## src/rename_pkg.sv

```systemverilog
// data word and register index types for renaming and register storage
package rename_pkg;

    // data path width
    localparam int xlen = 32;
    typedef logic [xlen-1:0] data_t;

    //////////////////////////////
    // register spaces
    //////////////////////////////

    // arch reg 0 reads zero, never renamed
    localparam int num_arch_regs = 16;
    typedef logic [$clog2(num_arch_regs)-1:0] arch_reg_t;

    // preg i holds arch reg i out of reset, 16..31 start free
    localparam int num_phys_regs = 32;
    typedef logic [$clog2(num_phys_regs)-1:0] preg_t;

endpackage

```

## src/mult_unit.sv

```systemverilog
// fixed-depth pipelined multiplier keeping the low word of the product
`timescale 1ns/1ps

module mult_unit #(
    parameter int mult_stages = 3,
    parameter int rob_depth   = 8
) (
    input  logic                         clock,
    input  logic                         reset,
    input  logic                         mult_issue,
    input  rename_pkg::data_t            operand_a,
    input  rename_pkg::data_t            operand_b,
    input  rename_pkg::preg_t            issue_dest_tag,
    input  logic [$clog2(rob_depth)-1:0] issue_rob_idx,
    output logic                         mult_request,
    output rename_pkg::preg_t            mult_tag,
    output logic [$clog2(rob_depth)-1:0] mult_rob_idx,
    output rename_pkg::data_t            mult_data
);
    import rename_pkg::*;

    logic [mult_stages-1:0] stage_valid;
    preg_t stage_tag [mult_stages];
    logic [$clog2(rob_depth)-1:0] stage_rob [mult_stages];
    data_t stage_data [mult_stages];

    // valid bits shift every cycle, the cdb always takes the last stage
    always_ff @(posedge clock) begin
        if (reset) begin
            stage_valid <= '0;
        end else begin
            stage_valid[0] <= mult_issue;
            for (int i = 1; i < mult_stages; i++) begin
                stage_valid[i] <= stage_valid[i-1];
            end
        end
    end

    // low 32 bits only
    always_ff @(posedge clock) begin
        stage_tag[0]  <= issue_dest_tag;
        stage_rob[0]  <= issue_rob_idx;
        stage_data[0] <= operand_a * operand_b;
        for (int i = 1; i < mult_stages; i++) begin
            stage_tag[i]  <= stage_tag[i-1];
            stage_rob[i]  <= stage_rob[i-1];
            stage_data[i] <= stage_data[i-1];
        end
    end

    assign mult_request = stage_valid[mult_stages-1];
    assign mult_tag     = stage_tag[mult_stages-1];
    assign mult_rob_idx = stage_rob[mult_stages-1];
    assign mult_data    = stage_data[mult_stages-1];

endmodule

```

## config.mk

```make
export PLATFORM = sky130hd
export DESIGN_NAME = mult_unit
export DESIGN_NICKNAME = d
export VERILOG_FILES = /design/src/rename_pkg.sv /design/src/mult_unit.sv
export SDC_FILE = /design/constraint.sdc
export NUM_CORES = 1
export LEC_CHECK = 0
export BUFFER_PORTS_ARGS = -buffer_cell sky130_fd_sc_hd__buf_2
export CAP_MARGIN = 20
export CORE_MARGIN = 3
export CORE_UTILIZATION = 59
export CTS_BUF_LIST = sky130_fd_sc_hd__clkbuf_4
export CTS_CLUSTER_SIZE = 12
export DETAILED_ROUTE_END_ITERATION = 6
export GPL_ROUTABILITY_DRIVEN = 0
export GPL_TIMING_DRIVEN = 0
export PLACE_DENSITY_LB_ADDON = 0.3
export RECOVER_POWER = 100
export SYNTH_ARGS = -nofsm -noshare
export SYNTH_HDL_FRONTEND = slang
export SYNTH_SLANG_ARGS = --single-unit
```

## constraint.sdc

```tcl
create_clock -name clock -period 5.9 [get_ports clock]
set_input_delay 0.295 -clock clock [delete_from_list [all_inputs] [get_ports clock]]
set_output_delay 0.295 -clock clock [all_outputs]
set_load 0.05 [all_outputs]
```

==> qor.csv, run 1 <==
stage;metric;value;unit
clock_network;numCtsBuffers;17;
synthesis;seq_area_frac_synth;13.2;%
clock_network;root_buffer;clkbuf_4;
grt;grt-ovfl-total;0;
clock_network;cts.sinks;123;
critical_path;slowest_delay;0.54;ns
run;maxCapViolations;0;
grt;grt_pass1_wl;80.4;mm
route;ant_nets;0;
timing;finalCriticalPeriod;6.12;ns
finish;fin_util;70.4;%
synthesis;avgSynthCellArea;9.87;sq um
synthesis;ys_ff_latch;123;
min_path;hold_class;flip-flop to flip-flop;
route;drt_iter0_drc;1183;
critical_path;path_class;primary input to flip-flop;
timing;fmax;163;MHz
timing;maxSlewViolCount;0;
die;start_util;60.4;%
timing;fin_crit_sh;104;%
timing;setup_viol;7;
synthesis;synthesis.area;0.0186;sq mm
timing;setup_ws;-0.219;ns
synthesis;synth_top_area_share;43.9;%
critical_path;cp_common_cell;fa_1;
die;std_cell_rows;64;
grt;track_usage;32.0;%
timing;skew;0.0380;ns
die;ios;116;
die;die-area;0.0337;sq mm
clock_network;cts_tree;done;
critical_path;startpoint_type;primary input;
critical_path;crit_path_end_kind;flip-flop;
clock_network;clock_latency;0.57;ns
synthesis;ys_warn_count;0;
grt;grt_max_degree;17;
clock_network;cts.clk_slew.worst_paths;0.16;ns
route;firstDrtPassIters;5;
route;drcViolationCount;0;
synthesis;syn_inst;1886;
die;die_y;184;um
clock_network;clockBufferDepth;2;
route;viasPerCell;5.47;
route;wl_per_cell;20.9;um
critical_path;worst-path-max-fanout;10;
grt;grt_antenna_before_repair;5;
timing;rsz0062_at_grt;true;
route;via_count;13600;
grt;first_global_vias;14700;
placement;hpwl;41.2;mm
finish;design_area;0.0217;sq mm
critical_path;critPathSlowestCell;fa_1;
run_status;status;finished with violations;
placement;port_buffers;113;
placement;placed_area;0.0199;sq mm
synthesis;synth-async-reset-ratio;0;%
synthesis;synth_edf_count;0;
finish;layout-drive-gt1-share;17.8;%
timing;slew_headroom;38.9;%
critical_path;path_cells;clkbuf_8 -> clkbuf_16 -> and2_1 -> fa_1 -> inv_1 -> fa_1 -> fa_1 -> fa_1 -> inv_1 -> fa_1 -> ha_1 -> fa_1 -> fa_1 -> ha_4 -> buf_4 -> and2_4 -> a221o_1 -> a31o_1 -> a21o_1 -> a311oi_4 -> buf_4 -> o21ai_2 -> xnor2_1;
synthesis;synth_ff_type;dfxtp_1;
timing;tns;-1.14;ns
die;fp.dieW;184;um
finish;syn_to_final_growth;16.6;%
synthesis;synth_top_area_cell;fa_1;
critical_path;crit_buf_inv;6;
finish;nNetsFinal;2691;
critical_path;critPathArrivalTime;6.57;ns
run_status;violations;negative setup slack;
timing;tightest_slew;0.917;ns
timing;finalHoldViolations;0;
die;core;0.0308;sq mm
synthesis;synth.area.top_cells;fa_1 (44%), dfxtp_1 (13%), and2_1 (12%), ha_1 (8.3%), inv_1 (7.3%);
timing;whs;0.321;ns
route;finalWirelength;52.2;mm
critical_path;critical-path-top-delay-family;adder cells;
clock_network;cts_max_level;4;
critical_path;cp_data_required_time;6.35;ns
synthesis;syn-num-nets;2492;
synthesis;ys_types;42;
==> per-stage QoR <==
| stage | instances | setup slack [ns] |
|---|---|---|
| after floorplan | 1886 | -0.339 |
| after global placement | 2395 | -1.44 |
| after detailed placement | 2395 | -1.52 |
| after CTS | 2481 | -0.107 |
| after global routing | 2495 | -0.306 |
| final | 2497 | -0.219 |
==> what timing repair did <==
action	4_1_cts	5_1_grt
hold buffers	11	0
gates resized for setup	229	58
hold endpoints to repair	12	0
pin swaps	92	14
setup endpoints to repair	19	12
buffers inserted	46	13
cloned	3	0
==> registers in the layout (all words and copies together) (netlist names) <==
signal and count:
stage_rob 9, stage_data 96, stage_valid 3, stage_tag 15
==> cell families (layout without fill, tap and decap cells) <==
group           count (synthesis)  in the layout  share of synthesized area (%)
compound gates                 82             82                           3.11
xor+xnor                       86             86                           4.05
fa+ha+maj                     531            531                           52.1
buf+inv                       483            695                           10.5
flops                         123            123                           13.2
other cells                     0              3                              0
simple gates                  581            581                           16.9
==> per-layer routing <==
metal	wire length [um]	track usage (%)	part of all wire [%]
met1	19800	40.3	38
met2	24300	51.7	46
met5	21	0	0.040
met3	5200	7.89	10
met4	2960	16.1	5.7
==> cell usage after synthesis (2+ instances only) <==
library cell and number:
or2_2 2, dfxtp_1 123, o21bai_1 4, ha_1 123, fa_1 408, a211oi_1 2, nor3_1 3, clkbuf_1 81
nand3_1 2, o21ai_0 10, nand2_1 179, nand4_1 3, a21o_1 12, o21a_1 3, nand2b_1 2, o21ai_1 5
nor2_1 12, a21oi_1 29, inv_1 362, buf_4 40, and3_1 3, a211o_1 3, nor2b_1 4, and2_1 369
xnor2_1 67, xor2_1 19
==> cell type report <==
cell class	instances	area (sq um)
Clock buffer	18	135
Antenna cell	3	7.51
Sequential cell	123	2460
Buffer	115	1140
Inverter	362	1360
Timing Repair Buffer	186	1230
Tap cell	396	495
Fill cell	2256	9130
Multi-Input combinational cell	1280	14700
Clock inverter	14	183
==> worst paths after layout <==
kind                         start                end  slack, ns  depth (start not counted)
setup reg to reg    stage_valid[0]     stage_valid[1]       5.36                          1
hold reg to reg   stage_data[0][1]  stage_data[0][33]       0.32                          0
hold / removal    stage_data[0][1]  stage_data[0][33]       0.32                          0
setup / recovery     operand_a[13]  stage_data[0][28]      -0.22                         23
==> cells in the final DEF (no fill, tap or decap), types with 4 or more instances in the layout <==
| cell type | synthesis | layout |
|---|---|---|
| clkbuf_8 | 0 | 17 |
| clkbuf_2 | 0 | 10 |
| a21o_1 | 12 | 12 |
| a21oi_4 | 1 | 4 |
| ha_2 | 0 | 4 |
| nor2_1 | 12 | 12 |
| inv_1 | 362 | 355 |
| a21oi_1 | 29 | 20 |
| and2_1 | 369 | 346 |
| nand2_1 | 179 | 177 |
| xor2_1 | 19 | 19 |
| buf_4 | 40 | 108 |
| inv_6 | 0 | 6 |
| dlygate4sd3_1 | 0 | 11 |
| o21ai_0 | 10 | 5 |
| inv_2 | 0 | 6 |
| clkbuf_1 | 81 | 53 |
| fa_1 | 408 | 382 |
| ha_4 | 0 | 20 |
| clkbuf_4 | 0 | 27 |
| ha_1 | 123 | 99 |
| buf_8 | 0 | 14 |
| buf_2 | 0 | 57 |
| and2_4 | 0 | 18 |
| clkbuf_16 | 0 | 9 |
| o21ai_1 | 5 | 8 |
| xnor2_1 | 67 | 65 |
| fa_2 | 0 | 26 |
| o21bai_1 | 4 | 4 |
| and2_0 | 0 | 5 |
| a21oi_2 | 0 | 6 |
| nor2b_1 | 4 | 4 |
| buf_6 | 0 | 10 |
| dfxtp_1 | 123 | 123 |
Power of run 1 is left out: the tool's default activity adds up to more than one toggle a clock period on the data nets, which glitch-free logic cannot reach.
==> run 2, diff against run 1 <==
CORE_ASPECT_RATIO = 0.5   (was unset)
==> qor.csv, run 2 (same netlist as run 1, synthesis figures left out) <==
stage;metric;value;unit;change
timing;finalHoldViolations;0;;unchanged
timing;fin_crit_sh;104;%;+0.66 points
timing;tightest_slew;0.904;ns;-0.0128 ns
critical_path;startpoint_type;primary input;;
grt;grt-ovfl-total;0;;unchanged
run_status;status;finished with violations;;
finish;design_area;0.0218;sq mm;+0.30%
die;core;0.0307;sq mm;-0.47%
clock_network;cts.clk_slew.worst_paths;0.12;ns;-0.04 ns
grt;grt_pass1_wl;83.7;mm;+4.1%
finish;largestRegisters;stage_data: 96 flops, stage_tag: 15 flops, stage_rob: 9 flops;;
timing;maxSlewViolCount;0;;unchanged
run_status;violations;negative setup slack;;
finish;final_cell_mix;fa_1 (388), inv_1 (357), and2_1 (350);;
die;ios;116;;unchanged
critical_path;worst-path-max-fanout;6;;-4
clock_network;cts_tree;done;;
route;finalWirelength;53.4;mm;+2.3%
run;maxCapViolations;0;;unchanged
placement;port_buffers;113;;unchanged
finish;largest_reg_flops;96;;unchanged
route;firstDrtPassIters;5;;unchanged
clock_network;cts_max_level;4;;unchanged
placement;placed_area;0.0199;sq mm;+0.17%
clock_network;numCtsBuffers;17;;unchanged
timing;finalCriticalPeriod;6.16;ns;+0.0390 ns
die;start_util;60.7;%;+0.28 points
timing;skew;0.0376;ns;-0.000377 ns
finish;mostFrequentLayoutCell;fa_1;;
timing;fmax;162;MHz;-0.63%
route;viasPerCell;5.46;;-0.10%
critical_path;path_class;primary input to flip-flop;;
grt;grt_antenna_before_repair;2;;-3
route;drcViolationCount;0;;unchanged
timing;setup_ws;-0.258;ns;-0.0390 ns
die;die_y;132;um;-28%
route;ant_nets;0;;unchanged
timing;setup_viol;7;;unchanged
clock_network;clock_latency;0.57;ns;about the same
critical_path;cp_data_required_time;6.33;ns;-0.02 ns
grt;track_usage;32.9;%;+0.99 points
clock_network;clockBufferDepth;2;;unchanged
timing;slew_headroom;39.7;%;+0.86 points
min_path;hold_class;flip-flop to flip-flop;;
critical_path;critPathArrivalTime;6.59;ns;+0.02 ns
clock_network;cts.sinks;123;;unchanged
route;wl_per_cell;21.2;um;+1.4%
die;fp.dieW;257;um;+40%
grt;grt_max_degree;17;;unchanged
critical_path;crit_path_end_kind;flip-flop;;
finish;layout-drive-gt1-share;17.5;%;-0.30 points
finish;nNetsFinal;2688;;-0.11%
grt;first_global_vias;14900;;+1.2%
placement;hpwl;41.4;mm;+0.53%
finish;syn_to_final_growth;16.9;%;
clock_network;root_buffer;clkbuf_4;;
route;via_count;13800;;+0.78%
die;std_cell_rows;45;;-30%
route;drt_iter0_drc;1260;;+6.5%
timing;rsz0062_at_grt;true;;
finish;regMostFlops;stage_data;;
die;die-area;0.0339;sq mm;+0.38%
run 2: cell type report:
type | instances | area, sq um
Inverter | 362 | 1360
Timing Repair Buffer | 184 | 1210
Antenna cell | 2 | 5.00
Clock inverter | 14 | 141
Clock buffer | 17 | 128
Sequential cell | 123 | 2460
Buffer | 114 | 1210
Multi-Input combinational cell | 1280 | 14700
Fill cell | 2198 | 8920
Tap cell | 423 | 529
run 2: through the flow:
stage	setup WS (ns)	cells	setup TNS, ns	util [%]	hold slack (ns)
after floorplan	-0.339	1886	-1.73	-	0.310
after global placement	-1.65	2422	-24.19	65.0	0.310
after detailed placement	-1.68	2422	-25.47	65.0	0.312
after CTS	-0.147	2503	-0.467	70.3	0.307
after global routing	-0.372	2517	-2.27	70.9	0.316
final	-0.258	2519	-1.41	70.9	0.319
run 2: layer usage:
layer	GRT usage, %	routed length (um)
met1	42.8	20400
met2	48.8	22600
met3	10.9	6980
met4	18.6	3410
met5	0	12
run 2: final timing paths:
check / startpoint / endpoint / slack, ns / cells past startpoint
worst max-delay path: operand_b[2] / stage_data[0][27] / -0.26 / 24
worst min-delay path: stage_data[0][8] / stage_data[0][40] / 0.32 / 0
worst max register to register: stage_valid[1] / stage_valid[2] / 5.36 / 1
worst min register to register: stage_data[0][8] / stage_data[0][40] / 0.32 / 0
run 2: what timing repair did:
| item | in CTS | in global routing |
|---|---|---|
| hold endpoints to repair | 12 | 0 |
| endpoints found under the setup margin | 21 | 11 |
| hold buffers | 11 | 0 |
| pin swaps | 79 | 34 |
| buffers inserted | 45 | 15 |
| gates resized for setup | 224 | 56 |
run 2: critical path, stage by stage:
cell       delay (ns)
buf_8            0.11
buf_8            0.12
buf_4            0.14
and2_1           0.15
fa_1             0.54
inv_1            0.05
fa_1             0.49
fa_1             0.47
fa_1             0.57
inv_1            0.05
ha_1             0.27
ha_1             0.30
fa_1             0.46
fa_1             0.51
ha_4             0.33
nand2_1          0.07
or3_4            0.40
a2111oi_4        0.39
o211ai_2         0.18
a311oi_2         0.22
buf_4            0.17
o21a_1           0.12
nor2_1           0.05
xnor2_1          0.12
Power of run 2 is left out for the same reason.
==> run 3, diff against run 2 <==
SKIP_LAST_GASP = 1   (was unset)
==> qor.csv, run 3 (same netlist as run 1, synthesis figures left out) <==
stage;metric;value;unit;change
run_status;status;finished with violations;;
clock_network;numCtsBuffers;17;;unchanged
route;firstDrtPassIters;5;;unchanged
critical_path;rr_worst_depth;1;;unchanged
grt;grt_pass1_wl;83.7;mm;unchanged
min_path;hold_class;flip-flop to flip-flop;;
grt;first_global_vias;14900;;unchanged
finish;mostFrequentLayoutCell;fa_1;;
finish;nNetsFinal;2688;;unchanged
route;via_count;13700;;-0.17%
timing;finalHoldViolations;0;;unchanged
die;core;0.0307;sq mm;unchanged
grt;grt_antenna_before_repair;2;;unchanged
timing;maxSlewViolCount;0;;unchanged
clock_network;clockBufferDepth;2;;unchanged
route;drcViolationCount;0;;unchanged
die;start_util;60.7;%;unchanged
finish;final_cell_mix;fa_1 (388), inv_1 (357), and2_1 (350);;
run_status;violations;negative setup slack;;
finish;design_area;0.0218;sq mm;about the same
clock_network;root_buffer;clkbuf_4;;
timing;slew_headroom;38.7;%;-1.0 points
placement;port_buffers;113;;unchanged
die;ios;116;;unchanged
die;die_y;132;um;unchanged
clock_network;cts_max_level;4;;unchanged
critical_path;startpoint_type;primary input;;
finish;largestRegisters;stage_data: 96 flops, stage_tag: 15 flops, stage_rob: 9 flops;;
die;std_cell_rows;45;;unchanged
route;wl_per_cell;21.2;um;about the same
timing;fmax;162;MHz;-0.15%
timing;tightest_slew;0.919;ns;+0.0150 ns
timing;setup_ws;-0.267;ns;-0.00946 ns
route;viasPerCell;5.45;;-0.13%
grt;grt-ovfl-total;0;;unchanged
die;die-area;0.0339;sq mm;unchanged
timing;fin_crit_sh;105;%;+0.16 points
timing;setup_viol;7;;unchanged
route;ant_nets;0;;unchanged
grt;track_usage;32.9;%;unchanged
clock_network;cts_tree;done;;
critical_path;cp_data_required_time;6.33;ns;about the same
critical_path;critPathArrivalTime;6.60;ns;about the same
route;drt_iter0_drc;1300;;+3.2%
placement;placed_area;0.0199;sq mm;unchanged
placement;hpwl;41.4;mm;unchanged
clock_network;cts.clk_slew.worst_paths;0.12;ns;about the same
run;maxCapViolations;0;;unchanged
critical_path;path_class;primary input to flip-flop;;
die;fp.dieW;257;um;unchanged
finish;largest_reg_flops;96;;unchanged
route;finalWirelength;53.4;mm;about the same
clock_network;cts.sinks;123;;unchanged
min_path;hold_depth;0;;unchanged
grt;grt_max_degree;17;;unchanged
finish;regMostFlops;stage_data;;
finish;syn_to_final_growth;16.9;%;about the same
critical_path;worst-path-max-fanout;7;;+1
finish;layout-drive-gt1-share;17.4;%;-0.048 points
timing;rsz0062_at_grt;true;;
timing;finalCriticalPeriod;6.17;ns;+0.00946 ns
timing;skew;0.0425;ns;+0.00481 ns
clock_network;clock_latency;0.57;ns;about the same
critical_path;crit_path_end_kind;flip-flop;;
-- run 3: cell types whose count changed in the layout (fill, tap and decap cells not counted), sizes merged --
cell    before  now
clkbuf     119  120
diode        2    1
buf        185  184
-- run 3: path summary, 6_finish.rpt --
kind                                  startpoint                 to  slack (ns)
worst max-delay path                operand_b[2]  stage_data[0][27]       -0.27
worst min-delay path            stage_data[0][8]  stage_data[0][40]        0.32
worst min register to register  stage_data[0][8]  stage_data[0][40]        0.32
worst max register to register    stage_valid[1]     stage_valid[2]        5.36
-- run 3: timing repair --
| action | in CTS | in global routing |
|---|---|---|
| buffers inserted | 45 | 15 |
| setup endpoints to repair | 21 | 11 |
| pin swaps | 79 | 31 |
| hold endpoints to repair | 12 | 0 |
| resized for setup | 224 | 53 |
| hold buffers | 11 | 0 |
-- run 3: final cells by class --
class	instances	area (sq um)
Multi-Input combinational cell	1280	14700
Clock buffer	17	128
Timing Repair Buffer	184	1210
Fill cell	2199	8920
Buffer	114	1210
Clock inverter	14	141
Sequential cell	123	2460
Inverter	362	1360
Tap cell	423	529
Antenna cell	1	2.50
-- run 3: per-stage QoR --
step | util (%) | cells | setup WS (ns) | setup TNS [ns] | hold slack [ns]
final | 70.9 | 2518 | -0.267 | -1.39 | 0.319
after global routing | 70.9 | 2517 | -0.373 | -2.27 | 0.316
after CTS | 70.3 | 2503 | -0.147 | -0.467 | 0.307
after detailed placement | 65.0 | 2422 | -1.68 | -25.47 | 0.312
after global placement | 65.0 | 2422 | -1.65 | -24.19 | 0.310
after floorplan | - | 1886 | -0.339 | -1.73 | 0.310
-- run 3: metal layers --
layer / up-vias / GRT usage (%) / share of wire, % / wire length, um
met3: 222 / 10.9 / 13 / 7050
met4: 2 / 18.6 / 6.4 / 3430
met2: 787 / 48.8 / 42 / 22600
met1: 6852 / 42.8 / 38 / 20200
li1: 5868 / - / - / -
met5: - / 0 / 0.051 / 27
-- run 3: worst max-delay path, stage by stage --
cell       delay, ns
buf_8           0.11
buf_8           0.13
clkbuf_16       0.15
and2_4          0.16
fa_1            0.49
inv_2           0.04
fa_1            0.53
fa_2            0.49
fa_1            0.51
inv_1           0.05
fa_1            0.47
inv_1           0.05
fa_2            0.52
inv_2           0.04
fa_2            0.53
fa_2            0.45
ha_4            0.33
inv_4           0.05
a2111oi_4       0.30
o211ai_2        0.18
a311oi_2        0.22
buf_4           0.17
o21a_1          0.12
nor2_1          0.05
xnor2_1         0.12
Power of run 3 is left out for the same reason.
