--- config.mk ---
export PLATFORM = sky130hd
export DESIGN_NAME = rename_unit
export DESIGN_NICKNAME = d
export VERILOG_FILES = /design/src/rename_pkg.sv /design/src/rename_unit.sv
export SDC_FILE = /design/constraint.sdc
export NUM_CORES = 1
export LEC_CHECK = 0
export BUFFER_PORTS_ARGS = -buffer_cell sky130_fd_sc_hd__clkbuf_2
export CAP_MARGIN = 25
export CORE_MARGIN = 2
export CORE_UTILIZATION = 49
export DETAILED_ROUTE_END_ITERATION = 6
export PLACE_DENSITY = 0.68
export SYNTH_ARGS = -nofsm -noshare
export SYNTH_HDL_FRONTEND = slang
export SYNTH_SLANG_ARGS = --single-unit
--- constraint.sdc ---
create_clock -name clock -period 4 [get_ports clock]
set_input_delay 1 -clock clock [delete_from_list [all_inputs] [get_ports clock]]
set_output_delay 1 -clock clock [all_outputs]
set_load 0.05 [all_outputs]
--- src/rename_pkg.sv ---
// data word and register index types for renaming and register storage
package rename_pkg;

    // data path width
    localparam int xlen = 32;
    typedef logic [xlen-1:0] data_t;

    //////////////////////////////
    // register spaces
    //////////////////////////////

    // arch reg 0 reads zero, never renamed
    localparam int num_arch_regs = 16;
    typedef logic [$clog2(num_arch_regs)-1:0] arch_reg_t;

    // preg i holds arch reg i out of reset, 16..31 start free
    localparam int num_phys_regs = 32;
    typedef logic [$clog2(num_phys_regs)-1:0] preg_t;

endpackage

--- src/rename_unit.sv ---
// map table and circular free list for renaming dispatched instructions
`timescale 1ns/1ps

module rename_unit (
    input  logic                  clock,
    input  logic                  reset,
    input  logic                  dispatch_fire,
    input  rename_pkg::arch_reg_t dispatch_dest,
    input  rename_pkg::arch_reg_t dispatch_src1,
    input  rename_pkg::arch_reg_t dispatch_src2,
    input  logic                  free_valid,
    input  rename_pkg::preg_t     free_tag,
    output rename_pkg::preg_t     src1_tag,
    output rename_pkg::preg_t     src2_tag,
    output rename_pkg::preg_t     dest_tag,
    output rename_pkg::preg_t     prev_dest_tag,
    output logic                  free_list_empty
);
    import rename_pkg::*;

    // never more free pregs than the non-architectural ones
    localparam int fl_depth = num_phys_regs - num_arch_regs;
    localparam int fl_w     = $clog2(fl_depth);

    preg_t map_table [num_arch_regs];
    preg_t free_list [fl_depth];
    // pointers carry one wrap bit
    logic [fl_w:0] head;
    logic [fl_w:0] tail;
    logic alloc;

    // lookups see the map as it was before this dispatch
    assign src1_tag      = map_table[dispatch_src1];
    assign src2_tag      = map_table[dispatch_src2];
    assign prev_dest_tag = map_table[dispatch_dest];

    // dest 0 keeps preg 0 and pops nothing
    assign dest_tag = (dispatch_dest != '0) ? free_list[head[fl_w-1:0]] : '0;
    assign alloc    = dispatch_fire && (dispatch_dest != '0);

    assign free_list_empty = (head == tail);

    always_ff @(posedge clock) begin
        if (reset) begin
            // identity map
            for (int i = 0; i < num_arch_regs; i++) begin
                map_table[i] <= preg_t'(i);
            end
            for (int i = 0; i < fl_depth; i++) begin
                free_list[i] <= preg_t'(num_arch_regs + i);
            end
            head <= '0;
            // list starts full, tail one lap ahead
            tail <= {1'b1, {fl_w{1'b0}}};
        end else begin
            if (alloc) begin
                map_table[dispatch_dest] <= dest_tag;
                head <= head + 1'b1;
            end
            // retired old mappings come back here
            if (free_valid) begin
                free_list[tail[fl_w-1:0]] <= free_tag;
                tail <= tail + 1'b1;
            end
        end
    end

endmodule

==> impl_results.html, run 1 <==
<table>
<tr><th>Metric</th><th>Value</th></tr>
<tr><th colspan="2">Synthesis</th></tr>
<tr><td>Cell type with the largest total area after synthesis</td><td>edfxtp_1</td></tr>
<tr><td>Area share of the largest cell type after synthesis</td><td>0.511</td></tr>
<tr><td>Netlist area before placement</td><td>9400 µm²</td></tr>
<tr><td>Unique masters post-synth</td><td>40</td></tr>
<tr><td>Post-synth EDFFs</td><td>160</td></tr>
<tr><td>Top flip-flop cell by instance count after synthesis</td><td>edfxtp_1</td></tr>
<tr><td>Synth Warn #</td><td>0</td></tr>
<tr><td>Average footprint of a synthesized cell</td><td>14.0 µm²</td></tr>
<tr><td>Leading post-synthesis cells by cell area</td><td>edfxtp_1, mux4_2, mux2i_1</td></tr>
<tr><td>Flip-flop and latch count after synthesis</td><td>174</td></tr>
<tr><td>Share of async-settable or async-resettable flops after synthesis</td><td>0</td></tr>
<tr><td>Number of cells produced by synthesis</td><td>671</td></tr>
<tr><td>Portion of the post-synthesis area used by sequential elements</td><td>0.541</td></tr>
<tr><th colspan="2">Power</th></tr>
<tr><td>LEAKAGE</td><td>0.00343 µW</td></tr>
<tr><td>Part of the power in the clock network</td><td>0.390</td></tr>
<tr><td>Share of power burned in registers</td><td>0.476</td></tr>
<tr><td>Power per Cell Area</td><td>417 nW/µm²</td></tr>
<tr><td>Internal power</td><td>3210 µW</td></tr>
<tr><td>P_sw</td><td>1170 µW</td></tr>
<tr><td>Worst-case vdd ir drop</td><td>288 µV</td></tr>
<tr><td>Switching share of power</td><td>0.267</td></tr>
<tr><td>Gate power share</td><td>0.135</td></tr>
<tr><th colspan="2">Setup path</th></tr>
<tr><td>Type of the worst setup path</td><td>in -&gt; out</td></tr>
<tr><td>CP Data Arrival Time</td><td>2.76 ns</td></tr>
<tr><td>Data required time at the worst endpoint</td><td>3.00 ns</td></tr>
<tr><td>Startpoint type of the worst setup path</td><td>input port</td></tr>
<tr><td>Kind of capture point of the worst setup path</td><td>output pin</td></tr>
<tr><td>Largest driver fanout on the critical path</td><td>24</td></tr>
<tr><th colspan="2">Timing</th></tr>
<tr><td>Fmax achieved</td><td>266 MHz</td></tr>
<tr><td>Worst-case setup margin in the final layout</td><td>0.235 ns</td></tr>
<tr><td>Final-layout setup total negative slack</td><td>0 ns</td></tr>
<tr><td>Final slew viol count</td><td>0</td></tr>
<tr><td>Unrepaired setup endpoints after global routing</td><td>no</td></tr>
<tr><td>Tightest slew margin relative to the limit</td><td>0.534</td></tr>
<tr><td>Final count of hold timing violations</td><td>0</td></tr>
<tr><td>Post-route worst hold slack</td><td>0.525 ns</td></tr>
<tr><td>Period utilization</td><td>0.941</td></tr>
<tr><td>Number of endpoints failing setup at the final stage</td><td>0</td></tr>
<tr><td>Worst-margin pin slew</td><td>0.697 ns</td></tr>
<tr><td>Worst setup skew after layout</td><td>0.0146 ns</td></tr>
<tr><td>Clock period minus final worst setup slack</td><td>3.76 ns</td></tr>
<tr><th colspan="2">Clocking</th></tr>
<tr><td>CTS Root Cell</td><td>clkbuf_16</td></tr>
<tr><td>Clock sink total</td><td>174</td></tr>
<tr><td>Inserted Clock Buffers</td><td>17</td></tr>
<tr><td>Number of buffers on the longest clock path</td><td>2</td></tr>
<tr><td>Number of buffers inserted to repair setup after CTS</td><td>0</td></tr>
<tr><td>Total number of H-tree levels</td><td>4</td></tr>
<tr><td>Post-CTS clock slew at the launch and capture registers of the worst setup and hold paths</td><td>0.07 ns</td></tr>
<tr><td>Hold-fix buffers, CTS</td><td>0</td></tr>
<tr><td>Gates resized, CTS repair</td><td>0</td></tr>
<tr><td>Clk Latency, worst-skew pair</td><td>0.44 ns</td></tr>
<tr><td>TritonCTS clock tree</td><td>done</td></tr>
<tr><th colspan="2">Finish</th></tr>
<tr><td>ANT cells</td><td>0</td></tr>
<tr><td>Fraction of layout instances using a drive strength above 1</td><td>0.322</td></tr>
<tr><td>Area growth, synth to finish</td><td>11.7%</td></tr>
<tr><td>Net count, final</td><td>734</td></tr>
<tr><th colspan="2">Die</th></tr>
<tr><td>Num rows</td><td>50</td></tr>
<tr><td>Height of the die</td><td>143 µm</td></tr>
<tr><td>Chip width</td><td>143 µm</td></tr>
<tr><td>Core Box Area</td><td>18800 µm²</td></tr>
<tr><td>Die footprint</td><td>20300 µm²</td></tr>
<tr><td>Count of pins on the block boundary</td><td>42</td></tr>
<tr><td>Initial Utilization</td><td>0.501</td></tr>
<tr><th colspan="2">Route</th></tr>
<tr><td>Drt pass-1 iters</td><td>5</td></tr>
<tr><td>Wirelength, routed</td><td>24.2 mm</td></tr>
<tr><td>Average detailed-routed wire length per instance</td><td>25.3 µm</td></tr>
<tr><td>Vias per inst</td><td>6.37</td></tr>
<tr><td>Post-route DRC</td><td>0</td></tr>
<tr><td>Number of nets with antenna violations after detailed routing</td><td>0</td></tr>
<tr><td>Starting DRT DRC Count</td><td>627</td></tr>
<tr><td>Vias after detailed routing</td><td>6079</td></tr>
<tr><th colspan="2">GRT</th></tr>
<tr><td>Wire length of the first global-routing pass</td><td>37.1 mm</td></tr>
<tr><td>Overall Global Routing Usage</td><td>0.250</td></tr>
<tr><td>Initial antenna violation count</td><td>0</td></tr>
<tr><td>Overflow left after global routing</td><td>0</td></tr>
<tr><td>Vias in the first global route</td><td>6321</td></tr>
<tr><td>Largest net degree at the start of global routing</td><td>30</td></tr>
<tr><th colspan="2">Hold path</th></tr>
<tr><td>Path category of the worst min-delay check</td><td>reg -&gt; reg</td></tr>
<tr><th colspan="2">Placed design</th></tr>
<tr><td>Placement Setup Slack</td><td>0.231 ns</td></tr>
<tr><td>Final weighted congestion of routability-driven global placement</td><td>0.903</td></tr>
<tr><td>Final HPWL from detailed placement</td><td>18.0 mm</td></tr>
<tr><td>Number of buffers added on ports</td><td>41</td></tr>
<tr><th colspan="2">Outcome</th></tr>
<tr><td>Status</td><td>finished clean</td></tr>
<tr><th colspan="2">Flow run</th></tr>
<tr><td>Max Cap Violations</td><td>0</td></tr>
</table>
==> final cells by class <==
class	count	area [µm²]
fillers	1534	8270
flip-flops and latches	174	5090
multi-input cells	449	4090
clock buffers	18	439
repair buffers	64	415
well taps	234	293
clock inverters	14	170
inverters	2	7.51
==> cell usage after synthesis, drive strengths merged (6+ instances only) <==
master and number:
xnor2 6, buf 23, mux4 79, nand3 45
nand4 7, nand2b 32, nor2b 7, clkbuf 27
edfxtp 160, nor2 39, mux2i 36, a22oi 16
or2 48, a21oi 28, xor2 6, nand3b 7
nand2 34, dfxtp 14, and3 34
==> path summary, 6_finish.rpt <==
check	to	cells past startpoint	from	slack, ns
worst min-delay path	tail[4]$_SDFFE_PP1P_	1	tail[4]$_SDFFE_PP1P_	0.52
worst max-delay path	prev_dest_tag[1]	5	dispatch_dest[0]	0.24
worst min register to register	tail[4]$_SDFFE_PP1P_	1	tail[4]$_SDFFE_PP1P_	0.52
worst max register to register	map_table[12][1]$_SDFFCE_PN0P_	5	flop	1.45
==> through the flow <==
step / utilization / power (µW) / cell area [µm²] / cells
final: 0.559 / 4370 / 10500 / 955
after floorplan: - / 2520 / 9420 / 675
after global placement: 0.527 / 2700 / 9890 / 923
after global routing: 0.559 / 4500 / 10500 / 955
after CTS: 0.559 / 4380 / 10500 / 955
after detailed placement: 0.527 / 2710 / 9890 / 923
==> cells by family (layout without fill, tap and decap cells) <==
group           Yosys count  count (layout)  synth area share
mux                     116             116             0.229
flops                   174             174             0.541
buf+inv                  52              98            0.0261
other cells               1               5          0.000399
xor+xnor                 12              12            0.0112
simple gates            263             263             0.155
fa+ha+maj                 5               5           0.00666
compound gates           48              48            0.0314
==> worst max-delay path, stage by stage <==
cell	delay, ns
clkbuf_2	0.23
buf_12	0.23
mux4_2	0.56
mux4_2	0.47
clkbuf_2	0.25
==> routing by layer <==
layer | vias to the layer above | GRT usage | share of wire
met4 | 0 | 0.113 | 0.039
met5 | - | 0 | 0
met3 | 59 | 0.0384 | 0.065
met1 | 3035 | 0.303 | 0.37
met2 | 306 | 0.444 | 0.53
li1 | 2679 | - | -
==> flip-flops by register name, indices dropped and copies added, names as in the netlist, named ones only <==
name and cells:
free_list 80, tail 5, head 5, map_table 80
==> cells in the final DEF, fill, tap and decap left out, drive strengths merged, types with 2 or more instances in the layout <==
| cell type | Yosys | layout |
|---|---|---|
| clkbuf | 27 | 59 |
| or2 | 48 | 48 |
| and3 | 34 | 34 |
| buf | 23 | 23 |
| nor2b | 7 | 7 |
| inv | 2 | 10 |
| nand3b | 7 | 7 |
| dfxtp | 14 | 14 |
| nand2 | 34 | 34 |
| mux4 | 79 | 79 |
| clkinv | 0 | 3 |
| ha | 5 | 5 |
| mux2i | 36 | 36 |
| conb | 1 | 5 |
| nand4 | 7 | 7 |
| nand2b | 32 | 32 |
| nor2 | 39 | 39 |
| xnor2 | 6 | 6 |
| a21oi | 28 | 28 |
| nand3 | 45 | 45 |
| a22oi | 16 | 16 |
| nor3 | 5 | 5 |
| edfxtp | 160 | 160 |
| xor2 | 6 | 6 |
| and3b | 2 | 2 |
| bufinv | 0 | 2 |
==> power by group through the flow <==
stage / clock [µW] / combinational, µW / sequential, µW
global placement: 0 / 579 / 2120
global route: 1790 / 621 / 2090
finish: 1700 / 590 / 2080
detailed placement: 0 / 587 / 2120
floorplan: 0 / 435 / 2090
CTS: 1710 / 588 / 2080
No activity file was read; power rests on OpenSTA's default activity.
==> inputs of run 2 (changes only) <==
--- a/config.mk
+++ b/config.mk
@@ -8,9 +8,9 @@
 export BUFFER_PORTS_ARGS = -buffer_cell sky130_fd_sc_hd__clkbuf_2
 export CAP_MARGIN = 25
 export CORE_MARGIN = 2
-export CORE_UTILIZATION = 49
+export CORE_UTILIZATION = 55
 export DETAILED_ROUTE_END_ITERATION = 6
-export PLACE_DENSITY = 0.68
+export PLACE_DENSITY = 0.74
 export SYNTH_ARGS = -nofsm -noshare
 export SYNTH_HDL_FRONTEND = slang
 export SYNTH_SLANG_ARGS = --single-unit
==> impl_results.html, run 2 (synthesized netlist as in run 1, its figures left out) <==
<table>
<tr><th>Metric</th><th>Value</th></tr>
<tr><th colspan="2">Setup path</th></tr>
<tr><td>Max stage delay on crit path</td><td>0.51 ns (-0.05 ns)</td></tr>
<tr><td>Cell chain of the critical path</td><td>clkbuf_2 &gt; buf_12 &gt; mux4_2 &gt; mux4_2 &gt; clkbuf_2</td></tr>
<tr><td>Slowest CP cell</td><td>mux4_2</td></tr>
<tr><td>Data required time at the worst endpoint</td><td>3.00 ns (about the same)</td></tr>
<tr><td>Kind of capture point of the worst setup path</td><td>output pin</td></tr>
<tr><td>Type of the worst setup path</td><td>in -&gt; out</td></tr>
<tr><td>Startpoint type of the worst setup path</td><td>input port</td></tr>
<tr><td>Largest delay share family, worst path</td><td>multiplexers</td></tr>
<tr><td>Largest driver fanout on the critical path</td><td>8 (-67%)</td></tr>
<tr><td>CP Data Arrival Time</td><td>2.67 ns (-0.09 ns)</td></tr>
<tr><td>Crit path buffers/inverters</td><td>3 (unchanged)</td></tr>
<tr><th colspan="2">GRT</th></tr>
<tr><td>Initial antenna violation count</td><td>0 (unchanged)</td></tr>
<tr><td>GRT met3 Usage</td><td>0.0469 (+0.00856)</td></tr>
<tr><td>GRT met1 Usage</td><td>0.334 (+0.0316)</td></tr>
<tr><td>Global-route met2 utilization</td><td>0.479 (+0.0356)</td></tr>
<tr><td>Overflow left after global routing</td><td>0 (unchanged)</td></tr>
<tr><td>Wire length of the first global-routing pass</td><td>36.8 mm (-0.76%)</td></tr>
<tr><td>Vias in the first global route</td><td>6303 (-0.28%)</td></tr>
<tr><td>Top Usage Layer GRT</td><td>met2</td></tr>
<tr><td>Overall Global Routing Usage</td><td>0.278 (+0.0278)</td></tr>
<tr><td>Largest net degree at the start of global routing</td><td>50 (+67%)</td></tr>
<tr><th colspan="2">Power</th></tr>
<tr><td>Share of power burned in registers</td><td>0.491 (+0.015)</td></tr>
<tr><td>Internal power</td><td>3150 µW (-1.9%)</td></tr>
<tr><td>Power per Cell Area</td><td>406 nW/µm² (-2.6%)</td></tr>
<tr><td>P_sw</td><td>1110 µW (-5.3%)</td></tr>
<tr><td>Worst-case vdd ir drop</td><td>291 µV (+1.1%)</td></tr>
<tr><td>Gate power share</td><td>0.137 (+0.002)</td></tr>
<tr><td>LEAKAGE</td><td>0.00342 µW (-0.42%)</td></tr>
<tr><td>Switching share of power</td><td>0.260 (-0.00688)</td></tr>
<tr><td>Part of the power in the clock network</td><td>0.372 (-0.018)</td></tr>
<tr><td>Total Power Consumption</td><td>4250 µW (-2.8%)</td></tr>
<tr><th colspan="2">Clocking</th></tr>
<tr><td>Gates resized, CTS repair</td><td>0 (unchanged)</td></tr>
<tr><td>Clk Latency, worst-skew pair</td><td>0.43 ns (about the same)</td></tr>
<tr><td>Number of buffers inserted to repair setup after CTS</td><td>0 (unchanged)</td></tr>
<tr><td>CTS Root Cell</td><td>clkbuf_16</td></tr>
<tr><td>TritonCTS clock tree</td><td>done</td></tr>
<tr><td>Total number of H-tree levels</td><td>4 (unchanged)</td></tr>
<tr><td>Hold-fix buffers, CTS</td><td>0 (unchanged)</td></tr>
<tr><td>Number of buffers on the longest clock path</td><td>2 (unchanged)</td></tr>
<tr><td>Clock sink total</td><td>174 (unchanged)</td></tr>
<tr><td>Inserted Clock Buffers</td><td>17 (unchanged)</td></tr>
<tr><td>Post-CTS clock slew at the launch and capture registers of the worst setup and hold paths</td><td>0.06 ns (about the same)</td></tr>
<tr><th colspan="2">Route</th></tr>
<tr><td>Vias after detailed routing</td><td>6274 (+3.2%)</td></tr>
<tr><td>Vias per inst</td><td>6.66 (+4.6%)</td></tr>
<tr><td>Post-route DRC</td><td>0 (unchanged)</td></tr>
<tr><td>Wirelength, routed</td><td>23.9 mm (-1.3%)</td></tr>
<tr><td>Average detailed-routed wire length per instance</td><td>25.3 µm (about the same)</td></tr>
<tr><td>Drt pass-1 iters</td><td>5 (unchanged)</td></tr>
<tr><td>Number of nets with antenna violations after detailed routing</td><td>0 (unchanged)</td></tr>
<tr><td>Starting DRT DRC Count</td><td>629 (+0.32%)</td></tr>
<tr><th colspan="2">Die</th></tr>
<tr><td>Chip width</td><td>135 µm (-5.5%)</td></tr>
<tr><td>Core Box Area</td><td>16600 µm² (-11%)</td></tr>
<tr><td>Count of pins on the block boundary</td><td>42 (unchanged)</td></tr>
<tr><td>Initial Utilization</td><td>0.565 (+0.0640)</td></tr>
<tr><td>Die footprint</td><td>18200 µm² (-11%)</td></tr>
<tr><td>Height of the die</td><td>135 µm (-5.5%)</td></tr>
<tr><td>Num rows</td><td>47 (-6.0%)</td></tr>
<tr><th colspan="2">Timing</th></tr>
<tr><td>Worst setup skew after layout</td><td>0.0137 ns (-0.000857 ns)</td></tr>
<tr><td>Final count of hold timing violations</td><td>0 (unchanged)</td></tr>
<tr><td>Clock period minus final worst setup slack</td><td>3.67 ns (-0.0920 ns)</td></tr>
<tr><td>Final slew viol count</td><td>0 (unchanged)</td></tr>
<tr><td>Number of endpoints failing setup at the final stage</td><td>0 (unchanged)</td></tr>
<tr><td>Fmax achieved</td><td>272 MHz (+2.5%)</td></tr>
<tr><td>Final-layout setup total negative slack</td><td>0 ns (unchanged)</td></tr>
<tr><td>Worst-margin pin slew</td><td>0.898 ns (+0.201 ns)</td></tr>
<tr><td>Tightest slew margin relative to the limit</td><td>0.400 (-0.134)</td></tr>
<tr><td>Unrepaired setup endpoints after global routing</td><td>no</td></tr>
<tr><td>Period utilization</td><td>0.918 (-0.0230)</td></tr>
<tr><th colspan="2">Flow run</th></tr>
<tr><td>Max Cap Violations</td><td>0 (unchanged)</td></tr>
<tr><th colspan="2">Placed design</th></tr>
<tr><td>Final HPWL from detailed placement</td><td>17.5 mm (-2.3%)</td></tr>
<tr><td>Total placed instance area</td><td>9900 µm² (+0.15%)</td></tr>
<tr><td>Final weighted congestion of routability-driven global placement</td><td>0.991 (+9.8%)</td></tr>
<tr><td>Number of buffers added on ports</td><td>41 (unchanged)</td></tr>
<tr><th colspan="2">Finish</th></tr>
<tr><td>ANT cells</td><td>0 (unchanged)</td></tr>
<tr><td>Commonest cells after routing, fill and taps aside</td><td>edfxtp_1, mux4_2, or2_2, clkbuf_2</td></tr>
<tr><td>Biggest registers after layout</td><td>free_list x80, map_table x80</td></tr>
<tr><td>Most common cell after layout, fill and taps aside</td><td>edfxtp_1</td></tr>
<tr><td>Fraction of layout instances using a drive strength above 1</td><td>0.320 (-0.00183)</td></tr>
<tr><td>Post-route cell area</td><td>10500 µm² (-0.23%)</td></tr>
<tr><td>Net count, final</td><td>735 (+0.14%)</td></tr>
<tr><td>Area growth, synth to finish</td><td>11.4%</td></tr>
<tr><th colspan="2">Hold path</th></tr>
<tr><td>Path category of the worst min-delay check</td><td>reg -&gt; reg</td></tr>
<tr><th colspan="2">Outcome</th></tr>
<tr><td>Status</td><td>finished clean</td></tr>
</table>
-- run 2: worst paths after layout --
path                                      startpoint                            end  slack [ns]  cells after the start
worst max register to register                  flop  map_table[1][0]$_SDFFCE_PN1P_        1.67                      5
worst min register to register  tail[4]$_SDFFE_PP1P_           tail[4]$_SDFFE_PP1P_        0.49                      1
worst max-delay path                dispatch_src1[0]                    src1_tag[2]        0.33                      5
worst min-delay path            tail[4]$_SDFFE_PP1P_           tail[4]$_SDFFE_PP1P_        0.49                      1
-- run 2: cell type report --
class,count,area (µm²)
clock buffers,21,460
well taps,220,275
repair buffers,65,448
multi-input cells,449,4090
clock inverters,11,110
flip-flops and latches,174,5090
inverters,2,7.51
fillers,1211,6170
-- run 2: stage by stage --
stage,util,std cells,setup WS (ns),hold slack (ns)
finish,0.629,942,0.327,0.495
floorplan,-,675,0.527,0.452
global placement,0.595,910,0.359,0.485
global route,0.629,942,0.274,0.523
CTS,0.629,942,0.328,0.500
detailed placement,0.595,910,0.331,0.485
-- run 2: power groups by stage --
stage / logic, µW / clock network, µW / registers (µW)
3_3_place_gp: 567 / 0 / 2120
3_5_place_dp: 579 / 0 / 2120
2_1_floorplan: 435 / 0 / 2090
4_1_cts: 582 / 1590 / 2090
6_report: 583 / 1580 / 2090
5_1_grt: 616 / 1660 / 2090
-- run 2: per-layer routing --
metal / vias up / part of all wire
li1: 2682 / -
met2: 442 / 0.53
met3: 87 / 0.083
met1: 3063 / 0.34
met4: 0 / 0.048
met5: - / 0
